==> src/rtl/icache_pkg.sv <==
// ----------------------------------------
// Instruction cache front-end definitions
// Hit stage FSM states and bus commands
// ----------------------------------------

`default_nettype none

package icache_pkg;

  // ----------------------------------------
  // Hit stage FSM
  // ----------------------------------------
  typedef enum logic [1:0] {
    ARMED,                 // Accepting fetches, compare active
    WAIT4BIU,              // Miss issued, burst in progress
    FILL,                  // Line write plus parcel from BIU line
    FLUSH                  // Invalidate one set per cycle
  } hit_state_t;

  // ----------------------------------------
  // Commands to the bus controller
  // ----------------------------------------
  typedef enum logic {
    NOP,                   // Nothing requested
    READ_LINE              // Fetch a whole block
  } biucmd_t;

endpackage : icache_pkg

`default_nettype wire

==> src/rtl/biu_pkg.sv <==
// ----------------------------------------
// Bus interface definitions
// Word and address widths, burst FSM states
// ----------------------------------------

`default_nettype none

package biu_pkg;

  localparam int XLEN = 32;    // Data word width
  localparam int PLEN = XLEN;  // Physical address width

  // Burst read controller states
  typedef enum logic [1:0] {
    IDLE,                  // Waiting for a command
    WAIT_STB,              // Strobe out, waiting for its acknowledge
    BURST                  // Collecting data beats
  } biu_state_t;

endpackage : biu_pkg

`default_nettype wire
==> src/rtl/icache_core.sv <==
// ----------------------------------------
// Instruction cache core
// Setup, memory, hit stage and bus controller
// ----------------------------------------

`timescale 1ns/100ps
`default_nettype none

module icache_core
  import icache_pkg::*;
  import biu_pkg::*;
#(
  parameter int WAYS      = 2,   // Associativity
  parameter int SETS      = 4,   // Power of two
  parameter int BURST_LEN = 4    // Words per block
) (
  input  wire              clk_i,
  input  wire              rst_ni,

  // CPU side
  input  wire              mem_req_i,
  input  wire  [PLEN -1:0] mem_adr_i,
  output logic             mem_ack_o,
  output logic [XLEN -1:0] parcel_o,
  output logic             parcel_valid_o,
  input  wire              cache_flush_i,   // Invalidate all lines

  // Bus side
  output logic             biu_stb_o,
  input  wire              biu_stb_ack_i,
  output logic [PLEN -1:0] biu_adri_o,
  input  wire  [XLEN -1:0] biu_q_i,
  input  wire              biu_ack_i
);

  localparam int IDX_BITS      = $clog2(SETS);
  localparam int BLK_OFFS_BITS = $clog2(BURST_LEN * XLEN / 8);
  localparam int TAG_BITS      = PLEN - IDX_BITS - BLK_OFFS_BITS;
  localparam int BLK_BITS      = BURST_LEN * XLEN;

  logic                stall;
  logic                setup_req;
  logic [PLEN    -1:0] setup_adr;
  logic [IDX_BITS-1:0] setup_idx;
  logic                cache_hit;
  logic [BLK_BITS-1:0] cache_line;
  logic                filling, flushing;
  logic [IDX_BITS-1:0] wr_idx;
  logic [TAG_BITS-1:0] wr_tag;
  biucmd_t             biucmd;
  logic [PLEN    -1:0] miss_adr;
  logic                biucmd_ack;
  logic [BLK_BITS-1:0] biu_line;
  logic                cacheflush_pending;

  assign mem_ack_o = ~stall;

  // Flush request held until the hit stage starts it
  always_ff @(posedge clk_i, negedge rst_ni) begin
    if (!rst_ni) cacheflush_pending <= 1'b0;
    else         cacheflush_pending <= cache_flush_i | (cacheflush_pending & ~flushing);
  end

  // ----------------------------------------
  // Pipeline
  // ----------------------------------------
  icache_setup #(
    .SETS      ( SETS      ),
    .BURST_LEN ( BURST_LEN )
  ) u_setup (
    .clk_i    ( clk_i     ),
    .rst_ni   ( rst_ni    ),
    .stall_i  ( stall     ),
    .req_i    ( mem_req_i ),
    .adr_i    ( mem_adr_i ),
    .req_o    ( setup_req ),
    .adr_o    ( setup_adr ),
    .rd_idx_o ( setup_idx )
  );

  icache_memory #(
    .WAYS      ( WAYS      ),
    .SETS      ( SETS      ),
    .BURST_LEN ( BURST_LEN )
  ) u_memory (
    .clk_i        ( clk_i                          ),
    .rst_ni       ( rst_ni                         ),
    .rd_idx_i     ( setup_idx                      ),
    .rd_tag_i     ( setup_adr[PLEN-1 -: TAG_BITS]  ),
    .filling_i    ( filling                        ),
    .flushing_i   ( flushing                       ),
    .wr_idx_i     ( wr_idx                         ),
    .wr_tag_i     ( wr_tag                         ),
    .biu_line_i   ( biu_line                       ),
    .hit_o        ( cache_hit                      ),
    .cache_line_o ( cache_line                     )
  );

  icache_hit #(
    .SETS      ( SETS      ),
    .BURST_LEN ( BURST_LEN )
  ) u_hit (
    .clk_i            ( clk_i              ),
    .rst_ni           ( rst_ni             ),
    .req_i            ( setup_req          ),
    .adr_i            ( setup_adr          ),
    .cache_hit_i      ( cache_hit          ),
    .cache_line_i     ( cache_line         ),
    .cacheflush_req_i ( cacheflush_pending ),
    .biucmd_o         ( biucmd             ),
    .miss_adr_o       ( miss_adr           ),
    .biucmd_ack_i     ( biucmd_ack         ),
    .biu_line_i       ( biu_line           ),
    .stall_o          ( stall              ),
    .filling_o        ( filling            ),
    .flushing_o       ( flushing           ),
    .wr_idx_o         ( wr_idx             ),
    .wr_tag_o         ( wr_tag             ),
    .parcel_o         ( parcel_o           ),
    .parcel_valid_o   ( parcel_valid_o     )
  );

  // ----------------------------------------
  // Bus interface
  // ----------------------------------------
  icache_biu_ctrl #(
    .BURST_LEN ( BURST_LEN )
  ) u_biu_ctrl (
    .clk_i         ( clk_i         ),
    .rst_ni        ( rst_ni        ),
    .biucmd_i      ( biucmd        ),
    .miss_adr_i    ( miss_adr      ),
    .biucmd_ack_o  ( biucmd_ack    ),
    .biu_line_o    ( biu_line      ),
    .biu_stb_o     ( biu_stb_o     ),
    .biu_stb_ack_i ( biu_stb_ack_i ),
    .biu_adri_o    ( biu_adri_o    ),
    .biu_q_i       ( biu_q_i       ),
    .biu_ack_i     ( biu_ack_i     )
  );

endmodule : icache_core

`default_nettype wire

==> src/rtl/icache_biu_ctrl.sv <==
// ----------------------------------------
// Instruction cache bus controller
// Burst line read, assembles the fetched block
// ----------------------------------------

`timescale 1ns/100ps
`default_nettype none

module icache_biu_ctrl
  import icache_pkg::*;
  import biu_pkg::*;
#(
  parameter int BURST_LEN = 4
) (
  input  wire                        clk_i,
  input  wire                        rst_ni,
  input  wire biucmd_t               biucmd_i,
  input  wire  [PLEN           -1:0] miss_adr_i,
  output logic                       biucmd_ack_o,  // Line complete
  output logic [BURST_LEN*XLEN -1:0] biu_line_o,
  output logic                       biu_stb_o,
  input  wire                        biu_stb_ack_i,
  output logic [PLEN           -1:0] biu_adri_o,
  input  wire  [XLEN           -1:0] biu_q_i,
  input  wire                        biu_ack_i
);

  localparam int BLK_OFFS_BITS = $clog2(BURST_LEN * XLEN / 8);
  localparam int BLK_BITS      = BURST_LEN * XLEN;
  localparam int CNT_BITS      = $clog2(BURST_LEN);

  biu_state_t          state;
  logic [CNT_BITS-1:0] ack_cnt;   // Beats received

  // ----------------------------------------
  // Burst FSM
  // ----------------------------------------
  always_ff @(posedge clk_i, negedge rst_ni) begin
    if (!rst_ni) begin
      state        <= IDLE;
      biu_stb_o    <= 1'b0;
      biucmd_ack_o <= 1'b0;
      ack_cnt      <= '0;
    end else begin
      biucmd_ack_o <= 1'b0;
      case (state)
        IDLE: if (biucmd_i == READ_LINE) begin
          biu_stb_o <= 1'b1;
          ack_cnt   <= '0;
          state     <= WAIT_STB;
        end
        WAIT_STB: if (biu_stb_ack_i) begin  // Address taken
          biu_stb_o <= 1'b0;
          state     <= BURST;
        end
        BURST: if (biu_ack_i) begin
          ack_cnt <= ack_cnt + 1'b1;
          if (ack_cnt == CNT_BITS'(BURST_LEN - 1)) begin
            biucmd_ack_o <= 1'b1;
            state        <= IDLE;
          end
        end
        default: state <= IDLE;
      endcase
    end
  end

  // Line-aligned start address, loaded with the strobe
  always_ff @(posedge clk_i) begin
    if (state == IDLE && biucmd_i == READ_LINE) begin
      biu_adri_o <= {miss_adr_i[PLEN-1:BLK_OFFS_BITS], {BLK_OFFS_BITS{1'b0}}};
    end
  end

  // Ascending beats shift in from the top, first word ends at bit 0
  always_ff @(posedge clk_i) begin
    if (state == BURST && biu_ack_i) begin
      biu_line_o <= {biu_q_i, biu_line_o[BLK_BITS-1:XLEN]};
    end
  end

endmodule : icache_biu_ctrl

`default_nettype wire

==> src/rtl/icache_hit.sv <==
// ----------------------------------------
// Instruction cache hit stage
// Front-end FSM, miss detect, parcel select, flush
// ----------------------------------------

`timescale 1ns/100ps
`default_nettype none

module icache_hit
  import icache_pkg::*;
  import biu_pkg::*;
#(
  parameter int SETS      = 4,
  parameter int BURST_LEN = 4
) (
  input  wire                              clk_i,
  input  wire                              rst_ni,
  input  wire                              req_i,         // From setup stage
  input  wire  [PLEN                 -1:0] adr_i,
  input  wire                              cache_hit_i,
  input  wire  [BURST_LEN*XLEN       -1:0] cache_line_i,
  input  wire                              cacheflush_req_i,
  output biucmd_t                          biucmd_o,
  output logic [PLEN                 -1:0] miss_adr_o,
  input  wire                              biucmd_ack_i,
  input  wire  [BURST_LEN*XLEN       -1:0] biu_line_i,
  output logic                             stall_o,
  output logic                             filling_o,
  output logic                             flushing_o,
  output logic [$clog2(SETS)         -1:0] wr_idx_o,
  output logic [PLEN-$clog2(SETS)-$clog2(BURST_LEN*XLEN/8)-1:0] wr_tag_o,
  output logic [XLEN                 -1:0] parcel_o,
  output logic                             parcel_valid_o
);

  localparam int IDX_BITS      = $clog2(SETS);
  localparam int BYTE_BITS     = $clog2(XLEN / 8);
  localparam int DAT_OFFS_BITS = $clog2(BURST_LEN);
  localparam int BLK_OFFS_BITS = BYTE_BITS + DAT_OFFS_BITS;
  localparam int TAG_BITS      = PLEN - IDX_BITS - BLK_OFFS_BITS;

  hit_state_t               state, state_nxt;
  logic                     miss;
  logic [IDX_BITS     -1:0] flush_cnt;
  logic [DAT_OFFS_BITS-1:0] word_sel;

  assign miss     = req_i & ~cache_hit_i;
  assign word_sel = adr_i[BYTE_BITS +: DAT_OFFS_BITS];

  // ----------------------------------------
  // Front-end FSM
  // ----------------------------------------
  always_comb begin
    state_nxt = state;
    biucmd_o  = NOP;
    case (state)
      ARMED: begin
        if (miss) begin                          // Miss wins over flush
          biucmd_o  = READ_LINE;
          state_nxt = WAIT4BIU;
        end else if (cacheflush_req_i) begin
          state_nxt = FLUSH;
        end
      end
      WAIT4BIU: if (biucmd_ack_i) state_nxt = FILL;
      FILL:     state_nxt = ARMED;               // Single write cycle
      FLUSH:    if (flush_cnt == IDX_BITS'(SETS - 1)) state_nxt = ARMED;
      default:  state_nxt = ARMED;
    endcase
  end

  always_ff @(posedge clk_i, negedge rst_ni) begin
    if (!rst_ni) begin
      state     <= ARMED;
      flush_cnt <= '0;
    end else begin
      state     <= state_nxt;
      flush_cnt <= (state == FLUSH) ? flush_cnt + 1'b1 : '0;  // Set walker
    end
  end

  // Stall on a miss, the burst wait and the flush walk
  assign stall_o    = (state == ARMED & miss) | (state == WAIT4BIU) | (state == FLUSH);
  assign filling_o  = (state == FILL);
  assign flushing_o = (state == FLUSH);
  assign miss_adr_o = adr_i;                    // Held by the stall

  assign wr_idx_o = flushing_o ? flush_cnt : adr_i[BLK_OFFS_BITS +: IDX_BITS];
  assign wr_tag_o = adr_i[PLEN-1 -: TAG_BITS];

  // ----------------------------------------
  // Parcel output
  // ----------------------------------------
  always_ff @(posedge clk_i, negedge rst_ni) begin
    if (!rst_ni) parcel_valid_o <= 1'b0;
    else         parcel_valid_o <= (state == ARMED & req_i & cache_hit_i) | filling_o;
  end

  always_ff @(posedge clk_i) begin
    if (filling_o) parcel_o <= biu_line_i  [word_sel*XLEN +: XLEN];  // Missed word
    else           parcel_o <= cache_line_i[word_sel*XLEN +: XLEN];
  end

endmodule : icache_hit

`default_nettype wire

==> src/rtl/icache_memory.sv <==
// ----------------------------------------
// Instruction cache tag, valid and data arrays
// Hit compare, way mux, random fill way
// ----------------------------------------

`timescale 1ns/100ps
`default_nettype none

module icache_memory
  import biu_pkg::*;
#(
  parameter int WAYS      = 2,
  parameter int SETS      = 4,
  parameter int BURST_LEN = 4
) (
  input  wire                              clk_i,
  input  wire                              rst_ni,
  input  wire  [$clog2(SETS)         -1:0] rd_idx_i,
  input  wire  [PLEN-$clog2(SETS)-$clog2(BURST_LEN*XLEN/8)-1:0] rd_tag_i,
  input  wire                              filling_i,
  input  wire                              flushing_i,
  input  wire  [$clog2(SETS)         -1:0] wr_idx_i,   // Fill index or flush counter
  input  wire  [PLEN-$clog2(SETS)-$clog2(BURST_LEN*XLEN/8)-1:0] wr_tag_i,
  input  wire  [BURST_LEN*XLEN       -1:0] biu_line_i,
  output logic                             hit_o,
  output logic [BURST_LEN*XLEN       -1:0] cache_line_o
);

  localparam int IDX_BITS      = $clog2(SETS);
  localparam int BLK_OFFS_BITS = $clog2(BURST_LEN * XLEN / 8);
  localparam int TAG_BITS      = PLEN - IDX_BITS - BLK_OFFS_BITS;
  localparam int BLK_BITS      = BURST_LEN * XLEN;
  localparam int WAY_BITS      = (WAYS > 1) ? $clog2(WAYS) : 1;

  logic [TAG_BITS-1:0] tag_mem   [WAYS][SETS];
  logic [BLK_BITS-1:0] dat_mem   [WAYS][SETS];
  logic [WAYS    -1:0] valid_mem [SETS];

  logic [TAG_BITS-1:0] rd_tag_q  [WAYS];  // Synchronous read outputs
  logic [BLK_BITS-1:0] rd_dat_q  [WAYS];
  logic [WAYS    -1:0] rd_val_q;

  logic [6:0]          way_random;
  logic [WAY_BITS-1:0] fill_way;
  logic                same_set;          // Write hits the set being read

  // ----------------------------------------
  // Random replacement
  // ----------------------------------------
  always_ff @(posedge clk_i, negedge rst_ni) begin
    if (!rst_ni)         way_random <= '0;
    else if (!filling_i) way_random <= {way_random[5:0], way_random[6] ~^ way_random[5]};
  end

  assign fill_way = (WAYS == 1) ? '0 : way_random[WAY_BITS-1:0];  // WAYS power of two
  assign same_set = (wr_idx_i == rd_idx_i);

  // ----------------------------------------
  // Arrays
  // ----------------------------------------
  always_ff @(posedge clk_i) begin
    if (filling_i) begin
      tag_mem[fill_way][wr_idx_i] <= wr_tag_i;
      dat_mem[fill_way][wr_idx_i] <= biu_line_i;
    end
    for (int w = 0; w < WAYS; w++) begin
      if (filling_i && same_set && fill_way == WAY_BITS'(w)) begin
        rd_tag_q[w] <= wr_tag_i;     // Forward the line being written
        rd_dat_q[w] <= biu_line_i;
      end else begin
        rd_tag_q[w] <= tag_mem[w][rd_idx_i];
        rd_dat_q[w] <= dat_mem[w][rd_idx_i];
      end
    end
  end

  // Valid bits, cleared by reset and by flush
  always_ff @(posedge clk_i, negedge rst_ni) begin
    if (!rst_ni) begin
      for (int s = 0; s < SETS; s++) valid_mem[s] <= '0;
      rd_val_q <= '0;
    end else begin
      if (flushing_i)     valid_mem[wr_idx_i]           <= '0;
      else if (filling_i) valid_mem[wr_idx_i][fill_way] <= 1'b1;
      for (int w = 0; w < WAYS; w++) begin
        if (flushing_i && same_set)                                  rd_val_q[w] <= 1'b0;
        else if (filling_i && same_set && fill_way == WAY_BITS'(w)) rd_val_q[w] <= 1'b1;
        else                                                         rd_val_q[w] <= valid_mem[rd_idx_i][w];
      end
    end
  end

  // ----------------------------------------
  // Tag compare and way mux
  // ----------------------------------------
  always_comb begin
    hit_o        = 1'b0;
    cache_line_o = '0;
    for (int w = 0; w < WAYS; w++) begin
      if (rd_val_q[w] && rd_tag_q[w] == rd_tag_i) begin
        hit_o        = 1'b1;
        cache_line_o = cache_line_o | rd_dat_q[w];  // At most one way hits
      end
    end
  end

endmodule : icache_memory

`default_nettype wire

==> src/rtl/icache_setup.sv <==
// ----------------------------------------
// Instruction cache address setup stage
// Registers fetches, drives the read index
// ----------------------------------------

`timescale 1ns/100ps
`default_nettype none

module icache_setup
  import biu_pkg::*;
#(
  parameter int SETS      = 4,
  parameter int BURST_LEN = 4
) (
  input  wire                 clk_i,
  input  wire                 rst_ni,
  input  wire                 stall_i,   // Hold stage contents
  input  wire                 req_i,
  input  wire  [PLEN   -1:0]  adr_i,
  output logic                req_o,
  output logic [PLEN   -1:0]  adr_o,
  output logic [$clog2(SETS)-1:0] rd_idx_o
);

  localparam int IDX_BITS      = $clog2(SETS);
  localparam int BLK_OFFS_BITS = $clog2(BURST_LEN * XLEN / 8);

  // Request valid bit
  always_ff @(posedge clk_i, negedge rst_ni) begin
    if (!rst_ni)       req_o <= 1'b0;
    else if (!stall_i) req_o <= req_i;
  end

  // Address payload
  always_ff @(posedge clk_i) begin
    if (!stall_i) adr_o <= adr_i;
  end

  // Held address keeps memory output stable during a stall
  assign rd_idx_o = stall_i ? adr_o[BLK_OFFS_BITS +: IDX_BITS]
                            : adr_i[BLK_OFFS_BITS +: IDX_BITS];

endmodule : icache_setup

`default_nettype wire

==> config.mk <==
export PLATFORM = sky130hd
export DESIGN_NAME = icache_core
export DESIGN_NICKNAME = d
export VERILOG_FILES = /design/src/rtl/icache_pkg.sv /design/src/rtl/biu_pkg.sv /design/src/rtl/icache_core.sv /design/src/rtl/icache_biu_ctrl.sv /design/src/rtl/icache_hit.sv /design/src/rtl/icache_memory.sv /design/src/rtl/icache_setup.sv
export SDC_FILE = /design/constraint.sdc
export NUM_CORES = 2
export LEC_CHECK = 0
export BUFFER_PORTS_ARGS = -buffer_cell sky130_fd_sc_hd__buf_2
export CAP_MARGIN = 20
export CORE_ASPECT_RATIO = 0.5
export CORE_MARGIN = 3
export CORE_UTILIZATION = 45
export DETAILED_ROUTE_END_ITERATION = 10
export PLACE_DENSITY = 0.69
export SLEW_MARGIN = 10
export SYNTH_ARGS = -nofsm -noshare
export SYNTH_HDL_FRONTEND = slang
export SYNTH_HIERARCHICAL = 1
export SYNTH_SLANG_ARGS = --single-unit
export TNS_END_PERCENT = 50
==> constraint.sdc <==
create_clock -name clk_i -period 11.8 [get_ports clk_i]
set_input_delay 2.36 -clock clk_i [delete_from_list [all_inputs] [get_ports clk_i]]
set_output_delay 2.36 -clock clk_i [all_outputs]
set_load 0.005 [all_outputs]
==> impl_metrics.ini <==
[cells_and_area]
final_layout_size_suffix_gt1_share_pct = 35.6
mostFrequentLayoutCell = edfxtp_1
num-fill-cells = 11662
area_growth_pct = 10.6
fin_cells = 5522
mostFrequentLayoutCells = 1418 x edfxtp_1, 374 x mux4_2, 349 x mux2_2
fin_nets = 3473

[placement]
place_inst = 5231
dpl.hpwl_mm = 69.8
numPortBuffers = 130
place_congestion = 0.713

[clock_network]
cts_tree = yes
post-cts-setup-buffers = 0
insertion_delay_ns = 0.79
hold_buffers = 0
cts_made_buffers = 154
htreeDepth = 4
clock_path_buffers = 3
clk_pin_slew_worst_paths_ns = 0.07
post_cts_resized = 0
cts.sinks = 1788
cts_root_buffer = clkbuf_16

[synthesis]
synth_area_um2 = 68300
synthCells = 3333
synth_warnings = 6
avgSynthCellArea_um2 = 20.5

[worst_setup_path]
r2r-start = u_setup/adr_o[20]
cp.required_ns = 9.44
critPathMaxFanout = 129
path_class = reg -> out
cpMaxStageDelayCell = buf_12
end_kind = primary output
cp-startpoint = u_setup/adr_o[20]
r2r_setup_slack_ns = 5.33
cp_slowest_stage_delay_ns = 0.63
cp_cell_sequence = xor2_1 -> nor4_2 -> buf_12 -> nand3_1 -> o22ai_1 -> nand2b_1 -> o21ai_0 -> clkbuf_2 -> inv_1 -> buf_2
start_kind = flip-flop
path_buf_inv = 4
crit_arrival_ns = 4.19
crit_family = buffers and inverters

[detailed_routing]
drc = 0
first_iter_violations = 2965
wire_per_inst_um = 27.2
viasPerCell = 5.95
first_pass_iters = 5
wirelength_mm = 150
via_count = 32840
detail-route-antenna-nets = 0

[pwr]
power.leakage_nw = 23.7
peakVddDrop_mv = 0.171
powerDensity_nw_per_um2 = 219

[timing]
fin_tns_setup_ns = 0
setup_viol = 0
slew_violations = 0
maxSlewHeadroom_pct = 16.1
tightest_slew_ns = 1.26
max_freq_mhz = 153
rsz0062_at_grt = false
finalCriticalPeriod_ns = 6.55
fin_worst_skew_ns = 0.0547
hold_violations = 0
min_period_over_period_pct = 55.5

[global_routing]
grt_pass1_vias = 34218
grt_use_total_pct = 19.3
grt_pass1_wl_mm = 226
grt_overflow = 0
grt_max_degree = 130
antenna_found_initial = 4

[run]
drv_cap = 0

[hold_path]
min_path_type = reg -> reg
min_from = u_hit/flush_cnt[0]

[floorplan]
coreArea_um2 = 150000
core.rowCount = 100
fp.dieW_um = 557
start_util_pct = 45.6
boundaryPins = 137
die_y_um = 281
dieArea_um2 = 157000

[outcome]
outcome = finished, final reports clean
cell type report:
cell class	count	area, µm²	share of cell area [%]
clock inverter	70	628	0.832
sequential	1788	50100	66.4
timing repair buffer	191	1270	1.68
antenna	1	2.50	0.00331
multi-input combinational	1259	16700	22.2
inverter	7	26.3	0.0348
tap	1989	2490	3.30
clock buffer	217	4220	5.59
report_power, final:
part	internal [W]	total [W]	switching, W
Sequential	0.00786	0.00836	0.000501
Combinational	0.00151	0.00329	0.00178
Clock	0.00260	0.00488	0.00227
Total	0.0120	0.0165	0.00455
final timing paths:
| path | endpoint | depth (start not counted) |
|---|---|---|
| setup / recovery | mem_ack_o | 10 |
| hold / removal | u_hit/flush_cnt[0] | 1 |
| setup reg to reg | u_memory/rd_tag_q[1][3] | 13 |
| hold reg to reg | u_hit/flush_cnt[0] | 1 |
| max in group asynchronous | u_memory/way_random[3] | 1 |
| min in group asynchronous | u_biu_ctrl/ack_cnt[0] | 1 |
metal layers:
layer	global-route usage [%]	wire (µm)	up-vias
met5	0	0	-
met3	3.40	10500	207
met4	5.43	3410	0
li1	-	-	13715
met1	27.1	64100	17670
met2	31.3	72400	1248
registers in the layout, indices dropped and copies added (netlist names):
signal,flops
u_memory/rd_dat_q,256
u_biu_ctrl/state,2
u_hit/parcel_valid_o,1
u_memory/valid_mem,8
u_hit/flush_cnt,2
cacheflush_pending,1
u_memory/way_random,7
u_hit/parcel_o,32
u_biu_ctrl/biu_stb_o,1
u_setup/req_o,1
u_biu_ctrl/biu_adri_o,28
u_memory/dat_mem,1024
u_setup/adr_o,30
u_biu_ctrl/ack_cnt,2
u_biu_ctrl/biu_line_o,128
u_memory/rd_val_q,2
u_hit/state,2
u_biu_ctrl/biucmd_ack_o,1
u_memory/rd_tag_q,52
u_memory/tag_mem,208
metrics by stage:
step / instance area, µm² / hold WS [ns] / utilization, % / total power [W] / worst slack [ns]
2_1_floorplan: 68300 / 0.428 / - / 0.0108 / 3.33
3_3_place_gp: 70600 / 0.443 / 47.2 / 0.0117 / 4.77
3_5_place_dp: 70600 / 0.451 / 47.2 / 0.0118 / 4.69
4_1_cts: 75400 / 0.466 / 50.4 / 0.0166 / 4.67
5_1_grt: 75500 / 0.482 / 50.5 / 0.0172 / 4.90
6_report: 75500 / 0.462 / 50.5 / 0.0165 / 5.25
Note: power is estimated with default switching activity, not from simulation.
